==> src/rtl/ext_pkg.sv <==
/*
 * External device subsystem package
 * Bus widths, memory depth, register map and counter limit
 */
package ext_pkg;

  // Bus widths
  localparam int unsigned ADDR_W = 32;
  localparam int unsigned DATA_W = 32;

  // Slow memory, indexed by address bits 8 to 2
  localparam int unsigned MEM_WORDS = 128;
  localparam int unsigned MEM_IDX_W = 7;

  // Copy engine register map
  localparam logic [ADDR_W-1:0] REG_SRC_OFFS    = 32'h0000_0000;
  localparam logic [ADDR_W-1:0] REG_DST_OFFS    = 32'h0000_0004;
  localparam logic [ADDR_W-1:0] REG_SIZE_OFFS   = 32'h0000_0008;
  localparam logic [ADDR_W-1:0] REG_STATUS_OFFS = 32'h0000_000C;

  // STATUS bit positions
  localparam int unsigned STATUS_BUSY_BIT = 0;
  localparam int unsigned STATUS_DONE_BIT = 1;

  // GPIO high-time counter limit
  localparam int unsigned GPIO_CNT_MAX = 16;

  // Arbiter masters, host first
  localparam int unsigned NUM_MASTERS = 2;
  localparam int unsigned MST_IDX_W   = $clog2(NUM_MASTERS);
  localparam logic [MST_IDX_W-1:0] HOST_MST = MST_IDX_W'(0);
  localparam logic [MST_IDX_W-1:0] COPY_MST = MST_IDX_W'(1);

endpackage

==> src/rtl/gpio_cnt.sv <==
/*
 * GPIO high-time counter
 * Pulses the output once every CNT_MAX cycles of high input
 */
`timescale 1ns/100ps

module gpio_cnt #(
  parameter int unsigned CNT_MAX = ext_pkg::GPIO_CNT_MAX
) (
  input  logic clk_i,
  input  logic rst_n_i,
  input  logic gpio_i,
  output logic gpio_o
);

  localparam int unsigned CNT_W = $clog2(CNT_MAX + 1);

  logic [CNT_W-1:0] cnt_q;
  logic             pulse_q;

  assign gpio_o = pulse_q;

  // Low cycles hold the count
  always_ff @(posedge clk_i) begin
    if (!rst_n_i) begin
      cnt_q   <= '0;
      pulse_q <= 1'b0;
    end else begin
      pulse_q <= 1'b0;
      if (gpio_i) begin
        if (cnt_q == CNT_W'(CNT_MAX - 1)) begin
          cnt_q   <= '0;
          pulse_q <= 1'b1;
        end else begin
          cnt_q <= cnt_q + CNT_W'(1);
        end
      end
    end
  end

endmodule

==> config.mk <==
export PLATFORM = sky130hd
export DESIGN_NAME = gpio_cnt
export DESIGN_NICKNAME = d
export VERILOG_FILES = /design/src/rtl/ext_pkg.sv /design/src/rtl/gpio_cnt.sv
export SDC_FILE = /design/constraint.sdc
export NUM_CORES = 1
export LEC_CHECK = 0
export BUFFER_PORTS_ARGS = -buffer_cell sky130_fd_sc_hd__buf_2
export CORE_AREA = 2 2 39 41
export CTS_BUF_LIST = sky130_fd_sc_hd__clkbuf_8 sky130_fd_sc_hd__clkbuf_16
export DETAILED_ROUTE_END_ITERATION = 12
export DIE_AREA = 0 0 41 43
export GPL_ROUTABILITY_DRIVEN = 1
export GPL_TIMING_DRIVEN = 0
export SKIP_LAST_GASP = 1
export SLEW_MARGIN = 40
export SYNTH_ARGS = -nofsm -noshare
export SYNTH_HDL_FRONTEND = slang
export SYNTH_SLANG_ARGS = --single-unit
==> constraint.sdc <==
create_clock -name clk_i -period 1.1 [get_ports clk_i]
set_input_delay 0.165 -clock clk_i [delete_from_list [all_inputs] [get_ports clk_i]]
set_output_delay 0.165 -clock clk_i [all_outputs]
set_load 0.01 [all_outputs]
* Word-level counts from Yosys, hierarchy flattened
Index checks and enable logic that the tools add are counted.
Word-level totals: flip-flop bits (word level) 6, bits of input ports 3, output and inout bits 1, word-level logic and storage cells 7
Operators by class: $add $sub $neg 1, equality and inequality tests 1, muxes and demuxes 2, reductions and logical operators 1
Operators with widths (count):
- $add 5x1->5 const B | 1
- $eq 5x4->1 const B | 1
- $mux 5 | 1
- $reduce_and 2->1 | 1
- $mux 1 | 1

* Depth between registers and ports, before layout
depth after elaboration 2, gate-level depth with buffers 4, gate-level depth less buffers 4

* Worst setup path after synthesis
No wires, ideal clock.
path type reg2reg, from reg cnt_q[0], to reg cnt_q[2], setup time 0.115 ns, data arrival time 0.878 ns, data required time 0.985 ns, slack 0.107 ns, stages on the path, launching flop included 5, buffers on the path 0, clock period less this slack 0.993 ns, cells stage by stage dfxtp_1 ha_1 nand2_1 xnor2_1 and2_1
On the way: cells in the longest elaborated chain, start to end 2, elaborated cells between the ends (all ways) 3, those cells by class 1 x add/sub; 1 x eq/ne; 1 x mux
Ends and longest elaborated chain:
- from (decl) | RTL line gpio_cnt.sv:18 | logic [CNT_W-1:0] cnt_q;
- from (signal assigned) | RTL line gpio_cnt.sv:35 | cnt_q <= cnt_q + CNT_W'(1);
- $add 5x1->5 / $eq 5x4->1 (equally long branches) | RTL line gpio_cnt.sv:35, gpio_cnt.sv:31
- $mux 5 * | RTL line gpio_cnt.sv:31 | if (cnt_q == CNT_W'(CNT_MAX - 1)) begin
Mark *: on every way between the ends. The rest lies on a longest branch, timed or not. A chain may end at the register's enable or synchronous reset.

* Worst setup path after layout
from reg cnt_q[0], to reg cnt_q[0]
The elaborated chain is that of the path after synthesis.

==> run_results.csv <==
group,metric,value,unit
clock_network,cts_root_buf,"clkbuf_8",
global_routing,antenna_found_initial,0,
finish,fill_cells,149,
synth,syn_inst,25,
route,drt_iter0_drc,2,
synth,synthFlopType,"dfxtp_1",
timing,rsz0062_at_grt,"false",
setup_path,cpPeakStageDelay,0.34,ns
placed_design,place_area,295,sq um
clock_network,clockBufferDepth,2,
placed_design,place_ws,0.0340,ns
timing,fmax,966,MHz
synth,async_reset_ff_frac,0,
route,vias,178,
route,wirelength,390,um
route,vias_per_cell,3.87,
synth,ys.warnings.count,0,
setup_path,critPathTopFamily,"flip-flops",
clock_network,path_clk_slew,0.04,ns
timing,slew_headroom,0.871,
global_routing,grt_pass1_wl,662,um
setup_path,path_class,"reg2reg",
synth,yosys-top-cells-area,"dfxtp_1 45%, nand4_2 9.4%, xnor2_1 6.6%",
route,ant_nets,0,
synth,synth_seq_area_share,0.453,
clock_network,htree_levels,1,
global_routing,grt_pass1_vias,173,
floorplan,die_x,41,um
synth,synth.most_common_cell,"dfxtp_1",
worst_hold_path,hp-class,"in2reg",
setup_path,critPathSlowestCell,"dfxtp_2",
setup_path,crit_cells,4,
global_routing,grt_overflow,0,
synth,synth-edff-count,0,
global_routing,grt_usage,0.0613,
route,wl_per_cell,8.48,um
floorplan,pin_count,4,
floorplan,coreArea,1380,sq um
setup_path,reg2reg_depth,4,
synth,synth.cell_area,265,sq um
synth,avgSynthCellArea,10.6,sq um
status,status,"finished, final reports clean",
global_routing,grt_max_degree,8,
job,drv_cap,0,
setup_path,endpoint_kind,"flop",
finish,drive_gt1_frac,0.433,
synth,synth.cells.most_frequent,"6 x dfxtp_1, 2 x nand2_1, 2 x nand4_2, 2 x nor2_1, 2 x xnor2_1",
floorplan,start_util,0.192,
timing,holdWs,0.181,ns
power_and_ir_drop,vdd.ir_drop.worst,0.817,mV
power_and_ir_drop,leakagePower,0.143,nW
finish,nNetsFinal,36,
floorplan,dieArea,1760,sq um
setup_path,reg2reg_to,"cnt_q[0]",
finish,area.growth.synth_to_final,28.8,%
timing,slew_viol_final,0,
route,drc,0,
finish,final_core_util,0.247,
placed_design,place_congestion,0.691,
setup_path,r2r_slack,0.07,ns
placed_design,port_buffers,2,
timing,finalCritPeriodShare,0.941,
synth,yosys.area.top_type,"dfxtp_1",
clock_network,worst_skew_pair.late_latency,0.22,ns
setup_path,cp-start-kind,"flop",
setup_path,arrival,1.14,ns
setup_path,cp-endpoint,"cnt_q[0]",
timing,final.min_clock_period,1.03,ns
route,firstDrtPassIters,2,
setup_path,path_cells,"ha_2, nand4_2, o21ai_2, nor2_1",
floorplan,die_h,43,um
timing,finalClockSkew,0.00286,ns
setup_path,path_buf_inv,0,
finish,final_area,342,sq um
synth,synthDistinctLibCells,16,
synth,ys_ff_latch,6,
timing,tns,0,ns
timing,finalHoldViolations,0,
timing,setup_viol,0,
clock_network,cts_made_buffers,3,
clock_network,cts.sinks,6,
timing,finalWorstSetupSlack,0.0652,ns
clock_network,cts_tree,"yes",
setup_path,cp-startpoint,"cnt_q[0]",
synth,synth_nets,29,
synth,synth_top_area_frac,0.453,
setup_path,worstPathMaxFanout,3,
floorplan,rows,14,
setup_path,rr_startpoint,"cnt_q[0]",
power_and_ir_drop,p_per_area,1740,nW/um^2
finish,antenna_cells,0,
clock_network,cts_setup_buffers,0,
timing,worst_pin_slew,0.193,ns
setup_path,cp.required,1.20,ns
layout make-up:
type                    count  area, sq um  area share
multi-input cells          18          136       0.399
flip-flops and latches      6          123       0.359
clock buffers               3         41.3       0.121
well taps                  16         20.0      0.0586
plain buffers               1         11.3      0.0330
repair buffers              2         10.0      0.0293
through the flow:
stage          total power [mW]  instances
4_1_cts                   0.601         46
2_1_floorplan             0.262         25
5_1_grt                   0.626         46
3_3_place_gp              0.270         43
6_report                  0.594         46
3_5_place_dp              0.270         43
cell families (layout without fill, tap and decap cells):
logic type,count (synthesis),count (layout),share of synthesized area
DFF,6,6,0.453
and+or+nand+nor,12,12,0.297
xor gates and xnor gates,3,3,0.0991
AOI/OAI and AO/OA,2,2,0.0613
buffers and inverters,1,6,0.0424
adders and majority gates,1,1,0.0472
worst reg2reg max path: stages (launching register included):
cell and delay [ns]:
dfxtp_2 0.34, ha_2 0.20, nand4_2 0.12, o21ai_2 0.19, nor2_1 0.06
registers in the layout, summed over array words and instances (netlist names):
signal / cells
gpio_o: 1
cnt_q: 5
layout by cell type, fill, tap and decap left out:
cell type	instances
dfxtp_1	4
clkbuf_8	3
buf_2	2
o21ai_2	1
a21boi_0	1
and2_1	1
buf_6	1
xnor2_1	2
nor2_1	2
and3_1	1
nand4_2	2
nand2b_1	1
ha_2	1
nor2_2	1
xor2_1	1
nand4b_1	1
nand3_1	1
nand2_1	2
dfxtp_2	2
metal layers:
| layer | GRT usage | vias to the layer above | routed length (um) |
|---|---|---|---|
| li1 | - | 95 | - |
| met1 | 0.0710 | 78 | 201 |
| met2 | 0.0656 | 5 | 152 |
| met3 | 0.0628 | 0 | 35 |
| met4 | 0.0400 | 0 | 0 |
| met5 | 0 | - | 0 |
where the power goes:
part | internal, mW | switching (mW) | total [mW]
Sequential | 0.228 | 0.00801 | 0.236
Clock | 0.235 | 0.0896 | 0.324
Combinational | 0.0178 | 0.0155 | 0.0333
worst min-delay path by stage:
stage | start | endpoint | slack (ns) | depth (start not counted)
after CTS | gpio_i | gpio_o | 0.18 | 3
after global placement | gpio_i | gpio_o | 0.41 | 3
final | gpio_i | gpio_o | 0.18 | 3
after global routing | gpio_i | gpio_o | 0.20 | 3
after floorplan | rst_n_i | gpio_o | 0.29 | 2
after detailed placement | gpio_i | gpio_o | 0.41 | 3
timing repair:
| action | 4_1_cts | 5_1_grt |
|---|---|---|
| resized for setup | 0 | 3 |
| setup endpoints to repair | 0 | 4 |
| hold buffers | 0 | 0 |
(Power assumes the default switching activity.)
