$ cat config.mk
export PLATFORM = sky130hd
export DESIGN_NAME = obi_arbiter_flat
export DESIGN_NICKNAME = d
export VERILOG_FILES = /design/src/rtl/ext_pkg.sv /design/src/rtl/obi_if.sv /design/src/rtl/obi_arbiter.sv /design/src/flat_wrapper.sv
export SDC_FILE = /design/constraint.sdc
export NUM_CORES = 1
export LEC_CHECK = 0
export BUFFER_PORTS_ARGS = -buffer_cell sky130_fd_sc_hd__buf_4
export CAP_MARGIN = 25
export CORE_AREA = 2 2 119 121
export CTS_BUF_LIST = sky130_fd_sc_hd__clkbuf_8
export DETAILED_ROUTE_END_ITERATION = 10
export DIE_AREA = 0 0 121 123
export PLACE_DENSITY = 0.44
export SLEW_MARGIN = 25
export SYNTH_ARGS = -nofsm -noshare
export SYNTH_HDL_FRONTEND = slang
export SYNTH_SLANG_ARGS = --single-unit
$ cat constraint.sdc
create_clock -name clk_i -period 3.6 [get_ports clk_i]
set_input_delay 1.08 -clock clk_i [delete_from_list [all_inputs] [get_ports clk_i]]
set_output_delay 1.08 -clock clk_i [all_outputs]
set_load 0.05 [all_outputs]
$ cat src/rtl/ext_pkg.sv
/*
 * External device subsystem package
 * Bus widths, memory depth, register map and counter limit
 */
package ext_pkg;

  // Bus widths
  localparam int unsigned ADDR_W = 32;
  localparam int unsigned DATA_W = 32;

  // Slow memory, indexed by address bits 8 to 2
  localparam int unsigned MEM_WORDS = 128;
  localparam int unsigned MEM_IDX_W = 7;

  // Copy engine register map
  localparam logic [ADDR_W-1:0] REG_SRC_OFFS    = 32'h0000_0000;
  localparam logic [ADDR_W-1:0] REG_DST_OFFS    = 32'h0000_0004;
  localparam logic [ADDR_W-1:0] REG_SIZE_OFFS   = 32'h0000_0008;
  localparam logic [ADDR_W-1:0] REG_STATUS_OFFS = 32'h0000_000C;

  // STATUS bit positions
  localparam int unsigned STATUS_BUSY_BIT = 0;
  localparam int unsigned STATUS_DONE_BIT = 1;

  // GPIO high-time counter limit
  localparam int unsigned GPIO_CNT_MAX = 16;

  // Arbiter masters, host first
  localparam int unsigned NUM_MASTERS = 2;
  localparam int unsigned MST_IDX_W   = $clog2(NUM_MASTERS);
  localparam logic [MST_IDX_W-1:0] HOST_MST = MST_IDX_W'(0);
  localparam logic [MST_IDX_W-1:0] COPY_MST = MST_IDX_W'(1);

endpackage

$ cat src/rtl/obi_if.sv
/*
 * OBI bus interface
 * Request fields from the manager, grant and response from the subordinate
 */
`timescale 1ns/100ps

interface obi_if;
  import ext_pkg::*;

  // Request channel
  logic              req;
  logic              we;
  logic [ADDR_W-1:0] addr;
  logic [DATA_W-1:0] wdata;

  // Grant and response channel
  logic              gnt;
  logic              rvalid;
  logic [DATA_W-1:0] rdata;
  logic              err;

  modport manager (
    output req, we, addr, wdata,
    input  gnt, rvalid, rdata, err
  );

  modport subordinate (
    input  req, we, addr, wdata,
    output gnt, rvalid, rdata, err
  );

endinterface

$ cat src/rtl/obi_arbiter.sv
/*
 * Two-master OBI arbiter
 * Round-robin choice, locked to the owner until its response returns
 */
`timescale 1ns/100ps

module obi_arbiter (
  input logic          clk_i,
  input logic          rst_n_i,
  obi_if.subordinate   host_port,
  obi_if.subordinate   copy_port,
  obi_if.manager       mem_port
);
  import ext_pkg::*;

  logic                 locked_q;
  logic [MST_IDX_W-1:0] owner_q;
  logic [MST_IDX_W-1:0] prefer_q;
  logic [MST_IDX_W-1:0] winner;
  logic [MST_IDX_W-1:0] sel;

  // Preferred master wins a tie
  always_comb begin
    if (host_port.req && copy_port.req) begin
      winner = prefer_q;
    end else if (copy_port.req) begin
      winner = COPY_MST;
    end else begin
      winner = HOST_MST;
    end
  end

  assign sel = locked_q ? owner_q : winner;

  // Request path follows the selected master
  always_comb begin
    if (sel == COPY_MST) begin
      mem_port.req   = copy_port.req;
      mem_port.we    = copy_port.we;
      mem_port.addr  = copy_port.addr;
      mem_port.wdata = copy_port.wdata;
    end else begin
      mem_port.req   = host_port.req;
      mem_port.we    = host_port.we;
      mem_port.addr  = host_port.addr;
      mem_port.wdata = host_port.wdata;
    end
  end

  // Grant and rvalid only reach the owner
  assign host_port.gnt    = mem_port.gnt && (sel == HOST_MST);
  assign copy_port.gnt    = mem_port.gnt && (sel == COPY_MST);
  assign host_port.rvalid = mem_port.rvalid && locked_q && (owner_q == HOST_MST);
  assign copy_port.rvalid = mem_port.rvalid && locked_q && (owner_q == COPY_MST);
  assign host_port.rdata  = mem_port.rdata;
  assign copy_port.rdata  = mem_port.rdata;
  assign host_port.err    = mem_port.err;
  assign copy_port.err    = mem_port.err;

  // Lock from the first forwarded request to its response
  always_ff @(posedge clk_i) begin
    if (!rst_n_i) begin
      locked_q <= 1'b0;
      owner_q  <= HOST_MST;
      prefer_q <= HOST_MST;
    end else if (!locked_q) begin
      if (mem_port.req) begin
        locked_q <= 1'b1;
        owner_q  <= winner;
      end
    end else if (mem_port.rvalid) begin
      locked_q <= 1'b0;
      prefer_q <= (owner_q == HOST_MST) ? COPY_MST : HOST_MST;
    end
  end

  a_one_grant : assert property (@(posedge clk_i) disable iff (!rst_n_i)
    !(host_port.gnt && copy_port.gnt));

endmodule

$ cat src/flat_wrapper.sv
// flat-port wrapper written by rule: the top's interface ports become plain ports
module obi_arbiter_flat import ext_pkg::*;
  (clk_i, rst_n_i, host_port_req, host_port_we, host_port_addr, host_port_wdata, host_port_gnt, host_port_rvalid, host_port_rdata, host_port_err, copy_port_req, copy_port_we, copy_port_addr, copy_port_wdata, copy_port_gnt, copy_port_rvalid, copy_port_rdata, copy_port_err, mem_port_req, mem_port_we, mem_port_addr, mem_port_wdata, mem_port_gnt, mem_port_rvalid, mem_port_rdata, mem_port_err);
  obi_if host_port_i ();
  obi_if copy_port_i ();
  obi_if mem_port_i ();
  input logic clk_i;
  input logic rst_n_i;
  input wire logic [$bits(host_port_i.req)-1:0] host_port_req;
  input wire logic [$bits(host_port_i.we)-1:0] host_port_we;
  input wire logic [$bits(host_port_i.addr)-1:0] host_port_addr;
  input wire logic [$bits(host_port_i.wdata)-1:0] host_port_wdata;
  output wire logic [$bits(host_port_i.gnt)-1:0] host_port_gnt;
  output wire logic [$bits(host_port_i.rvalid)-1:0] host_port_rvalid;
  output wire logic [$bits(host_port_i.rdata)-1:0] host_port_rdata;
  output wire logic [$bits(host_port_i.err)-1:0] host_port_err;
  input wire logic [$bits(copy_port_i.req)-1:0] copy_port_req;
  input wire logic [$bits(copy_port_i.we)-1:0] copy_port_we;
  input wire logic [$bits(copy_port_i.addr)-1:0] copy_port_addr;
  input wire logic [$bits(copy_port_i.wdata)-1:0] copy_port_wdata;
  output wire logic [$bits(copy_port_i.gnt)-1:0] copy_port_gnt;
  output wire logic [$bits(copy_port_i.rvalid)-1:0] copy_port_rvalid;
  output wire logic [$bits(copy_port_i.rdata)-1:0] copy_port_rdata;
  output wire logic [$bits(copy_port_i.err)-1:0] copy_port_err;
  output wire logic [$bits(mem_port_i.req)-1:0] mem_port_req;
  output wire logic [$bits(mem_port_i.we)-1:0] mem_port_we;
  output wire logic [$bits(mem_port_i.addr)-1:0] mem_port_addr;
  output wire logic [$bits(mem_port_i.wdata)-1:0] mem_port_wdata;
  input wire logic [$bits(mem_port_i.gnt)-1:0] mem_port_gnt;
  input wire logic [$bits(mem_port_i.rvalid)-1:0] mem_port_rvalid;
  input wire logic [$bits(mem_port_i.rdata)-1:0] mem_port_rdata;
  input wire logic [$bits(mem_port_i.err)-1:0] mem_port_err;
  assign host_port_i.req = host_port_req;
  assign host_port_i.we = host_port_we;
  assign host_port_i.addr = host_port_addr;
  assign host_port_i.wdata = host_port_wdata;
  assign host_port_gnt = host_port_i.gnt;
  assign host_port_rvalid = host_port_i.rvalid;
  assign host_port_rdata = host_port_i.rdata;
  assign host_port_err = host_port_i.err;
  assign copy_port_i.req = copy_port_req;
  assign copy_port_i.we = copy_port_we;
  assign copy_port_i.addr = copy_port_addr;
  assign copy_port_i.wdata = copy_port_wdata;
  assign copy_port_gnt = copy_port_i.gnt;
  assign copy_port_rvalid = copy_port_i.rvalid;
  assign copy_port_rdata = copy_port_i.rdata;
  assign copy_port_err = copy_port_i.err;
  assign mem_port_req = mem_port_i.req;
  assign mem_port_we = mem_port_i.we;
  assign mem_port_addr = mem_port_i.addr;
  assign mem_port_wdata = mem_port_i.wdata;
  assign mem_port_i.gnt = mem_port_gnt;
  assign mem_port_i.rvalid = mem_port_rvalid;
  assign mem_port_i.rdata = mem_port_rdata;
  assign mem_port_i.err = mem_port_err;
  obi_arbiter u_core (.clk_i(clk_i), .rst_n_i(rst_n_i), .host_port(host_port_i), .copy_port(copy_port_i), .mem_port(mem_port_i));
endmodule
After elaboration in Yosys (flattened, before gate mapping):

Cells that the tools add are included.

* bits in writable memories: 0
* input bits: 169
* ROM bits: 0
* flip-flop bits (word level): 3
* bits in latches: 0
* memories: 0
* word-level logic and storage cells: 25

* div/mod/pow operators: 0
* reduce and logical (&&, ||, !) cells: 8
* $mul: 0
* add/subtract/negate cells: 0
* eq/ne operators: 0
* shift operators: 0
* bitwise gates (word level): 3
* $lt $le $gt $ge: 0
* muxes and demuxes: 11

Operator list (number)
* $mux W32: 2
* $mux W1: 9
* $logic_and A1 B1 Y1: 6
* $reduce_and A2 Y1: 2
* $not A1 Y1: 3

Depth between registers and ports, before layout:

Gate-level depths: netlist of run 1.

* word-level depth: 6
* depth in mapped cells: 5
* gate-level depth less buffers: 3

Least setup slack after synthesis of run 1:

OpenSTA, ideal clock, no wires.

* path type: input-to-output
* start: input port host_port_req
* end: output port host_port_gnt
* slack: 284 ps
* data required time: 2520 ps
* arrival time: 2236 ps
* cell stages on the path: 5
* path through: and2b_1 > o21ai_4 > buf_6 > buf_6 > nor2_1

* cells in the longest elaborated chain, start to end: 5

RTL lines
* start, declared: RTL line flat_wrapper.sv:9 `input wire logic [$bits(host_port_i.req)-1:0] host_port_req;`
* $logic_and A1 B1 Y1: RTL line obi_arbiter.sv:24 `if (host_port.req && copy_port.req) begin`
* $mux W1: RTL line obi_arbiter.sv:24
* $mux W1: RTL line obi_arbiter.sv:33 `assign sel = locked_q ? owner_q : winner;`
* $not A1 Y1: RTL line obi_arbiter.sv:51 `assign host_port.gnt = mem_port.gnt && (sel == HOST_MST);`
* $logic_and A1 B1 Y1: RTL line obi_arbiter.sv:51
* end, declared: RTL line flat_wrapper.sv:13 `output wire logic [$bits(host_port_i.gnt)-1:0] host_port_gnt;`

Every way passes these cells.

Final worst setup path of run 1:

* start: input port host_port_req
* end: output port mem_port_wdata[26]

* cells in the longest elaborated chain, start to end: 4

RTL lines
* $logic_and A1 B1 Y1: RTL line obi_arbiter.sv:24
* $mux W1: RTL line obi_arbiter.sv:24
* $mux W1: RTL line obi_arbiter.sv:33
* $mux W32: RTL line obi_arbiter.sv:37 `if (sel == COPY_MST) begin`
* end, declared: RTL line flat_wrapper.sv:28 `output wire logic [$bits(mem_port_i.wdata)-1:0] mem_port_wdata;`

Every way passes these cells.

==> out/summary.md, run 1 <==
Outcome
- complete, no violations — result of the run

Timing
- 0.000970 ns — final worst clock skew
- 0 — number of failing setup endpoints in the final timing report
- 0.236 ns — slew at the pin with the worst max-slew slack
- 0 — number of pins with negative max-slew slack in the final report
- 84.3% — Relative slew margins
- 0 ns — final-layout setup total negative slack
- 98.4% — post-route fraction of the period consumed by the critical path
- 0.282 GHz — fmax
- true — unrepaired setup endpoints after global routing
- 0 — final hold violation count
- 3.54 ns — Period minus WS final

Drt
- 53 — violation count after the first detailed-routing iteration
- 2220 um — detailed-routing wirelength on met1
- 3.45 — average via count per standard cell
- 3290 um — routed wl met2
- 0 — Post-route DRC
- 0 — remaining number of nets flagged by the antenna check after routing
- 2 — detailed-routing iteration count for the pre-antenna-repair pass
- 13.6 um — drt wl/cell
- met4 — highest layer used for signal routing
- 780 um — routed length on met3
- 6470 um — wirelength, routed
- 1646 — routed vias

Layout
- 20.8% — final cell utilization of the core
- 83.8% — layout overhead on the synthesized area
- 467 — count of nets after finishing
- 93.3% — layout cells sized above 1
- 1537 — count of fill cells added during filler insertion
- 477 — final cell count without fillers
- 0 — number of antenna repair diodes

CTS
- 3 — CTS sink cnt
- 3 — number of clock buffers inserted by TritonCTS
- 0 — setup fix buffers added after clock tree synthesis
- 1 — CTS H-tree lvls
- 0.03 ns — clk slew on worst S/H paths
- 0.21 ns — latest clock arrival within the worst-skew pair
- clkbuf_8 — Root Driver
- done — CTS tree
- 2 — clock buffer depth

Power and ir drop
- 0.132 mV — largest voltage drop on the vdd net
- 0.00142 uW — standby leakage power
- 287 nW/um^2 — power density of the placed cells

Worst hold path
- reg -> reg — type of the worst min-delay path

Floorplanning
- 305 — I/O pin total
- 121 um — horizontal extent of the die
- 14900 um^2 — die area
- 13600 um^2 — area of the core region
- 43 — floorplan row count
- 11.3% — Starting Density
- 123 um — height of the die

Synthesis
- 3 — number of storage elements in the synthesis netlist
- 35.1% — share of the synthesized area in the top cell type
- 159 — synthesized instance count
- buf_4 (70), mux2_2 (48), mux2_4 (17), dfxtp_1 (3), nor2_1 (3) — top cells by instance count after synthesis
- 19 — synth unique cells
- 3.90% — sequential element share of the synthesized area
- 0 — yosys synthesis warning count
- 1540 um^2 — area of the mapped netlist
- mux2_2 — cell type with the largest total area after synthesis
- mux2_2 (35%), buf_4 (34%), mux2_4 (17%), dfxtp_1 (3.9%), buf_6 (1.5%) — leading cell types by total area after synthesis
- buf_4 — most common cell in the synthesized netlist
- dfxtp_1 — most common flop cell mapped by yosys
- 0 — number of flops mapped to enable cells by yosys
- 9.69 um^2 — synthesized area divided by synthesized cell count
- 0% — share of flip-flops with an asynchronous set or reset after synthesis
- 328 — total nets after synthesis

Setup path
- 2.52 ns — worst endpoint required time
- output pin — Worst Setup End Kind
- 0.40 ns — Critical Path Max Stage Delay
- 2.46 ns — worst endpoint data arrival time
- in -> out — Crit Path Class
- mux2_2 — Slowest-stage cell, CP
- 42 — crit path max fanout
- buf_4 — most frequent cell on the critical path
- buf_4, and2b_1, o21ai_4, buf_12, mux2_2, buf_4 — cell chain of the critical path
- input port — startpoint type of the worst setup path

Place
- 5770 um — Detail Placement HPWL
- 0.730 — final weighted congestion in routability-driven placement
- 205 — count of input and output buffers
- 473 — number of cells after detailed placement

Global routing
- 1734 — via count of the first global-routing pass
- 7.83% — overall global routing resource usage
- 0 — total global routing overflow
- 0 — number of antenna violations at the first check in global routing
- 43 — maximum number of pins on one net before global-route repair
- 8980 um — wire length of the first global-routing pass

Flow run
- 0 — # Max-Cap Violations

-- sequential cells by signal, indices dropped and copies added, names as in the netlist --
register / cells
u_core.prefer_q: 1
u_core.locked_q: 1
u_core.owner_q: 1
-- where the power goes --
| part | total [uW] | switching, uW | internal [uW] | leakage (uW) |
|---|---|---|---|---|
| combinational | 678 | 391 | 287 | 0.00136 |
| sequential | 39.0 | 2.82 | 36.2 | 0.0000249 |
| clock | 94.7 | 22.1 | 72.6 | 0.0000269 |
| total | 811 | 416 | 396 | 0.00142 |
-- timing repair --
| item | 4_1_cts | 5_1_grt |
|---|---|---|
| hold buffers | 0 | 0 |
| endpoints found under the setup margin | 0 | 4 |
| resized for setup | 0 | 1 |
-- kinds of logic (layout without fill, tap and decap cells) --
kind of cell | Yosys count | after routing | synth area share [%]
DFF | 3 | 3 | 3.90
and+or+nand+nor | 12 | 12 | 4.79
muxes | 65 | 65 | 51.7
AOI/OAI and AO/OA | 5 | 5 | 2.84
buffers and inverters | 74 | 212 | 36.8
-- final cells by class --
cell class / instances / area [um^2] / area share [%]
repair buffers: 207 / 1580 / 55.8
clock buffers: 3 / 41.3 / 1.46
inverters: 1 / 3.75 / 0.133
flip-flops and latches: 3 / 60.1 / 2.12
multi-input cells: 82 / 917 / 32.4
clock inverters: 1 / 3.75 / 0.133
well taps: 180 / 225 / 7.96
-- metrics by stage --
| step | hold slack (ns) | worst slack (ns) | power, uW | area, um^2 |
|---|---|---|---|---|
| floorplan | 0.487 | 0.284 | 670 | 1540 |
| finish | 0.515 | 0.0593 | 811 | 2830 |
| global placement | 0.511 | 0.0547 | 723 | 2780 |
| detailed placement | 0.515 | 0.0306 | 724 | 2780 |
| CTS | 0.519 | 0.0354 | 822 | 2830 |
| global route | 0.602 | -0.00846 | 848 | 2830 |
-- layout by cell type (no fill, tap or decap), drive strengths merged --
cell | Yosys | routed
buf | 73 | 207
nand2 | 2 | 2
dfxtp | 3 | 3
and2b | 1 | 1
nor3b | 2 | 2
o311a | 1 | 1
inv | 1 | 2
and2 | 1 | 1
o21ai | 1 | 1
and3 | 1 | 1
nor2 | 3 | 3
mux2 | 65 | 65
nor2b | 1 | 1
o21a | 1 | 1
nand2b | 1 | 1
clkbuf | 0 | 3
a21oi | 2 | 2
-- worst paths after layout --
check | from | endpoint | slack (ns) | depth (start not counted)
max | host_port_req | mem_port_wdata[26] | 0.06 | 6
min | u_core.prefer_q | u_core.prefer_q | 0.51 | 2
max reg2reg | u_core.locked_q | u_core.owner_q | 2.41 | 4
min reg2reg | u_core.prefer_q | u_core.prefer_q | 0.51 | 2
-- metal layers --
metal	global-route usage (%)	vias up
li1	-	758
met1	8.37	723
met2	14.4	146
met3	2.21	19
met4	3.27	0
met5	0	-
-- worst max-delay path: cells and delay by family --
kind / cells / cell delay (ns)
buf+inv: 3 / 0.58
mux: 1 / 0.40
compound gates: 1 / 0.19
simple gates: 1 / 0.18
(Power assumes the default switching activity.)
==> run 2: changes to the inputs <==
PLACE_DENSITY = unset   (was 0.44)
PLACE_DENSITY_LB_ADDON = 0.3   (was unset)
==> out/summary.md, run 2 (synthesized netlist as in run 1, its figures left out) <==
Drt
- 3.40 — average via count per standard cell, -1.5%
- 18 — violation count after the first detailed-routing iteration, -66%
- 2 — detailed-routing iteration count for the pre-antenna-repair pass, unchanged
- 0 — Post-route DRC, unchanged
- 12.3 um — drt wl/cell, -9.3%
- 1621 — routed vias, -1.5%
- 5860 um — wirelength, routed, -9.3%
- 0 — remaining number of nets flagged by the antenna check after routing, unchanged

Timing
- 0 ns — final-layout setup total negative slack, unchanged
- 0 — number of pins with negative max-slew slack in the final report, unchanged
- 97.8% — post-route fraction of the period consumed by the critical path, -0.57 points
- 0.517 ns — smallest hold slack, +0.00270 ns
- 0.000308 ns — final worst clock skew, -0.000661 ns
- false — unrepaired setup endpoints after global routing
- 0.218 ns — slew at the pin with the worst max-slew slack, -0.0183 ns
- 0.284 GHz — fmax, +0.58%
- 0 — final hold violation count, unchanged
- 0 — number of failing setup endpoints in the final timing report, unchanged
- 85.5% — Relative slew margins, +1.2 points
- 3.52 ns — Period minus WS final, -0.0205 ns

Setup path
- 2.44 ns — worst endpoint data arrival time, -0.02 ns
- buf_4, and2b_1, o21ai_4, buf_12, mux2_2, buf_4 — cell chain of the critical path
- 0.40 ns — Critical Path Max Stage Delay, about the same
- buf_4 — most frequent cell on the critical path
- 2.52 ns — worst endpoint required time, about the same
- in -> out — Crit Path Class
- mux2_2 — Slowest-stage cell, CP
- 40 — crit path max fanout, -4.8%
- input port — startpoint type of the worst setup path
- output pin — Worst Setup End Kind

Floorplanning
- 305 — I/O pin total, unchanged
- 121 um — horizontal extent of the die, unchanged
- 14900 um^2 — die area, unchanged
- 11.3% — Starting Density, unchanged
- 13600 um^2 — area of the core region, unchanged
- 123 um — height of the die, unchanged
- 43 — floorplan row count, unchanged

Global routing
- 41 — maximum number of pins on one net before global-route repair, -4.7%
- 0 — number of antenna violations at the first check in global routing, unchanged
- 1663 — via count of the first global-routing pass, -4.1%
- 6.88% — overall global routing resource usage, -0.95 points
- 8020 um — wire length of the first global-routing pass, -11%
- 0 — total global routing overflow, unchanged

Layout
- 477 — final cell count without fillers, unchanged
- buf_4 (205), mux2_2 (48), mux2_4 (17) — highest-count cells in the layout ignoring fill and taps
- 467 — count of nets after finishing, unchanged
- 93.3% — layout cells sized above 1, unchanged
- buf_4 — most common library cell in the layout ignoring fill and taps
- u_core.locked_q (1), u_core.owner_q (1), u_core.prefer_q (1) — largest registers in the final layout
- 0 — number of antenna repair diodes, unchanged
- 83.5% — layout overhead on the synthesized area
- 20.8% — final cell utilization of the core, -0.028 points

CTS
- 0.03 ns — clk slew on worst S/H paths, about the same
- done — CTS tree
- 3 — number of clock buffers inserted by TritonCTS, unchanged
- 2 — clock buffer depth, unchanged
- 0 — # resized after CTS, unchanged
- 0 — setup fix buffers added after clock tree synthesis, unchanged
- 0 — cts hold-fix bufs, unchanged
- 1 — CTS H-tree lvls, unchanged
- 3 — CTS sink cnt, unchanged
- 0.21 ns — latest clock arrival within the worst-skew pair, about the same
- clkbuf_8 — Root Driver

Place
- 0.764 — final weighted congestion in routability-driven placement, +4.6%
- 5180 um — Detail Placement HPWL, -10%
- 473 — number of cells after detailed placement, unchanged
- 205 — count of input and output buffers, unchanged

Outcome
- complete, no violations — result of the run

Worst hold path
- reg -> reg — type of the worst min-delay path

Flow run
- 0 — # Max-Cap Violations, unchanged

Power and ir drop
- 0.196 mV — largest voltage drop on the vdd net, +49%
- 0.00141 uW — standby leakage power, -0.26%
- 805 uW — PnR Total Power, -0.83%
- 285 nW/um^2 — power density of the placed cells, -0.69%

==> run 2: final cells by class <==
class | instances | area, um^2
fill | 1513 | 10800
timing repair buffer | 207 | 1580
multi-input combinational | 82 | 913
tap | 180 | 225
sequential | 3 | 60.1
clock buffer | 3 | 41.3
clock inverter | 1 | 3.75
inverter | 1 | 3.75
==> run 2: final timing paths <==
path / startpoint / end / slack [ns] / cells after the start
max: host_port_req / mem_port_wdata[16] / 0.08 / 6
min: u_core.prefer_q / u_core.prefer_q / 0.52 / 2
max reg2reg: u_core.locked_q / u_core.owner_q / 2.42 / 4
min reg2reg: u_core.prefer_q / u_core.prefer_q / 0.52 / 2
==> run 2: metal layers <==
layer  track usage, %  wire length [um]  share of wire [%]
met5                0                 0                  0
met4             2.11                80                1.4
met3             2.63               899                 15
met2             13.6              3110                 53
met1             6.54              1780                 30
==> run 2: critical path, delay by kind of cell <==
kind            cells  cell delay, ns
buf+inv             3            0.58
compound gates      1            0.19
simple gates        1            0.17
mux                 1            0.40
==> run 2: power by group <==
group | total (uW) | switching [uW] | internal (uW)
combinational | 671 | 385 | 286
clock | 94.1 | 21.5 | 72.5
sequential | 39.3 | 3.05 | 36.2
==> run 2: through the flow <==
stage          instance area, um^2  setup WS [ns]
2_1_floorplan                 1540          0.284
3_3_place_gp                  2780         0.0617
3_5_place_dp                  2780         0.0507
4_1_cts                       2830         0.0493
5_1_grt                       2830         0.0159
6_report                      2830         0.0798
==> run 3: changes to the inputs <==
ABC_AREA = 1   (was unset)
CORE_AREA = 2 2 120 122   (was 2 2 119 121)
DIE_AREA = 0 0 122 124   (was 0 0 121 123)
==> out/summary.md, run 3 <==
CTS
- 3 — number of clock buffers inserted by TritonCTS, unchanged
- 0 — cts hold-fix bufs, unchanged
- done — CTS tree
- clkbuf_8 — Root Driver
- 0.03 ns — clk slew on worst S/H paths, about the same
- 0.22 ns — latest clock arrival within the worst-skew pair, about the same
- 0 — # resized after CTS, unchanged
- 0 — setup fix buffers added after clock tree synthesis, unchanged
- 2 — clock buffer depth, unchanged
- 3 — CTS sink cnt, unchanged
- 1 — CTS H-tree lvls, unchanged

Synthesis
- 313 — synthesized instance count, +97%
- 0 — yosys synthesis warning count, unchanged
- 3.72% — sequential element share of the synthesized area, -0.18 points
- 5.16 um^2 — synthesized area divided by synthesized cell count, -47%
- nand2_1 (138), buf_4 (72), nand3_1 (67), buf_2 (7), inv_1 (7) — top cells by instance count after synthesis
- 0 — number of flops mapped to enable cells by yosys, unchanged
- buf_4 — cell type with the largest total area after synthesis
- 33.5% — share of the synthesized area in the top cell type, -1.6 points
- 0% — share of flip-flops with an asynchronous set or reset after synthesis, unchanged
- buf_4 (33%), nand2_1 (32%), nand3_1 (21%), dfxtp_1 (3.7%), buf_2 (2.2%) — leading cell types by total area after synthesis
- 16 — synth unique cells, -3
- 482 — total nets after synthesis, +47%
- 3 — number of storage elements in the synthesis netlist, unchanged
- nand2_1 — most common cell in the synthesized netlist
- dfxtp_1 — most common flop cell mapped by yosys
- 1610 um^2 — area of the mapped netlist, +4.8%

Floorplanning
- 305 — I/O pin total, unchanged
- 13700 um^2 — area of the core region, +0.79%
- 122 um — horizontal extent of the die, +0.83%
- 11.8% — Starting Density, +0.45 points
- 43 — floorplan row count, unchanged
- 124 um — height of the die, +0.81%
- 15100 um^2 — die area, +1.6%

Layout
- buf_4 (207), nand2_1 (138), nand3_1 (67), inv_1 (8) — highest-count cells in the layout ignoring fill and taps
- 0 — number of antenna repair diodes, unchanged
- 49.2% — layout cells sized above 1, -44 points
- u_core.locked_q (1), u_core.owner_q (1), u_core.prefer_q (1) — largest registers in the final layout
- 20.9% — final cell utilization of the core, +0.12 points
- 77.5% — layout overhead on the synthesized area
- buf_4 — most common library cell in the layout ignoring fill and taps
- 609 — count of nets after finishing, +30%
- 1578 — count of fill cells added during filler insertion, +4.3%

Setup path
- in -> out — Crit Path Class
- 2.52 ns — worst endpoint required time, about the same
- 2.18 ns — worst endpoint data arrival time, -0.26 ns
- output pin — Worst Setup End Kind
- nand2_1 — most frequent cell on the critical path
- buf_4, nand2_1, nand3_2, nand2_2, buf_12, nand2_1, nand2_1, buf_4 — cell chain of the critical path
- 67 — crit path max fanout, +68%
- input port — startpoint type of the worst setup path
- buf_12 — Slowest-stage cell, CP
- 0.27 ns — Critical Path Max Stage Delay, -0.13 ns

Drt
- 4 — detailed-routing iteration count for the pre-antenna-repair pass, +2
- 3.72 — average via count per standard cell, +9.4%
- 2302 — routed vias, +42%
- 0 — Post-route DRC, unchanged
- 64 — violation count after the first detailed-routing iteration, +46
- 11.3 um — drt wl/cell, -8.0%
- 7000 um — wirelength, routed, +19%
- 0 — remaining number of nets flagged by the antenna check after routing, unchanged

Flow run
- 0 — # Max-Cap Violations, unchanged

Global routing
- 69 — maximum number of pins on one net before global-route repair, +68%
- 8.00% — overall global routing resource usage, +1.1 points
- 10100 um — wire length of the first global-routing pass, +25%
- 2138 — via count of the first global-routing pass, +29%
- 0 — number of antenna violations at the first check in global routing, unchanged
- 0 — total global routing overflow, unchanged

Outcome
- complete, no violations — result of the run

Power and ir drop
- 310 nW/um^2 — power density of the placed cells, +8.7%
- 887 uW — PnR Total Power, +10%
- 0.190 mV — largest voltage drop on the vdd net, -3.0%
- 0.00171 uW — standby leakage power, +21%

Worst hold path
- reg -> reg — type of the worst min-delay path

Place
- 205 — count of input and output buffers, unchanged
- 0.900 — final weighted congestion in routability-driven placement, +18%
- 5610 um — Detail Placement HPWL, +8.3%
- 0.347 ns — Placement Setup Slack, +0.296 ns

Timing
- 0 — number of pins with negative max-slew slack in the final report, unchanged
- 0 — number of failing setup endpoints in the final timing report, unchanged
- 0 ns — final-layout setup total negative slack, unchanged
- 0 — final hold violation count, unchanged
- 71.7% — Relative slew margins, -14 points
- 3.26 ns — Period minus WS final, -0.264 ns
- 0.307 GHz — fmax, +8.1%
- 0.000542 ns — final worst clock skew, +0.000233 ns
- 0.425 ns — slew at the pin with the worst max-slew slack, +0.207 ns
- false — unrepaired setup endpoints after global routing
- 90.4% — post-route fraction of the period consumed by the critical path, -7.3 points
- 0.344 ns — final worst setup slack, +0.264 ns

## run 3: cell families after synthesis
group / Yosys count / synth area share, %
buffers and inverters: 95 / 39.8
and+or+nand+nor: 212 / 55.3
AOI/OAI and AO/OA: 3 / 1.09
DFF: 3 / 3.72
## run 3: final timing paths
| check | endpoint | start | slack, ns | depth (start not counted) |
|---|---|---|---|---|
| worst min register to register | u_core.prefer_q | u_core.prefer_q | 0.48 | 2 |
| worst max-delay path | mem_port_wdata[17] | host_port_req | 0.34 | 8 |
| worst min-delay path | u_core.prefer_q | u_core.prefer_q | 0.48 | 2 |
| worst max register to register | u_core.owner_q | u_core.locked_q | 2.44 | 6 |
## run 3: cell type report
| class | count | area, um^2 | area share, % |
|---|---|---|---|
| inverter | 8 | 30.0 | 1.05 |
| clock buffer | 3 | 41.3 | 1.44 |
| clock inverter | 1 | 3.75 | 0.131 |
| sequential | 3 | 60.1 | 2.10 |
| timing repair buffer | 209 | 1590 | 55.6 |
| tap | 180 | 225 | 7.86 |
| multi-input combinational | 215 | 911 | 31.8 |
## run 3: per-layer routing
layer	vias to the layer above	wire length [um]	GRT usage, %
li1	1172	-	-
met3	24	654	1.83
met4	0	158	2.51
met2	114	3710	15.2
met5	-	0	0
met1	992	2480	8.78
## run 3: through the flow
stage          cell area, um^2  hold slack [ns]  cells
2_1_floorplan             1610            0.438    313
3_3_place_gp              2820            0.477    615
3_5_place_dp              2820            0.473    615
4_1_cts                   2870            0.481    619
5_1_grt                   2870            0.516    619
6_report                  2870            0.482    619
## run 3: report_power, final
| part | switching, uW | total, uW | leakage, uW | internal, uW |
|---|---|---|---|---|
| Combinational | 489 | 752 | 0.00165 | 263 |
| Sequential | 2.52 | 38.9 | 0.0000249 | 36.4 |
| Clock | 23.1 | 95.7 | 0.0000269 | 72.7 |
## run 3: worst max-delay path: cells and delay by family
kind	cells	cell delay, ns
buffers and inverters	3	0.58
AND/OR/NAND/NOR	5	0.49
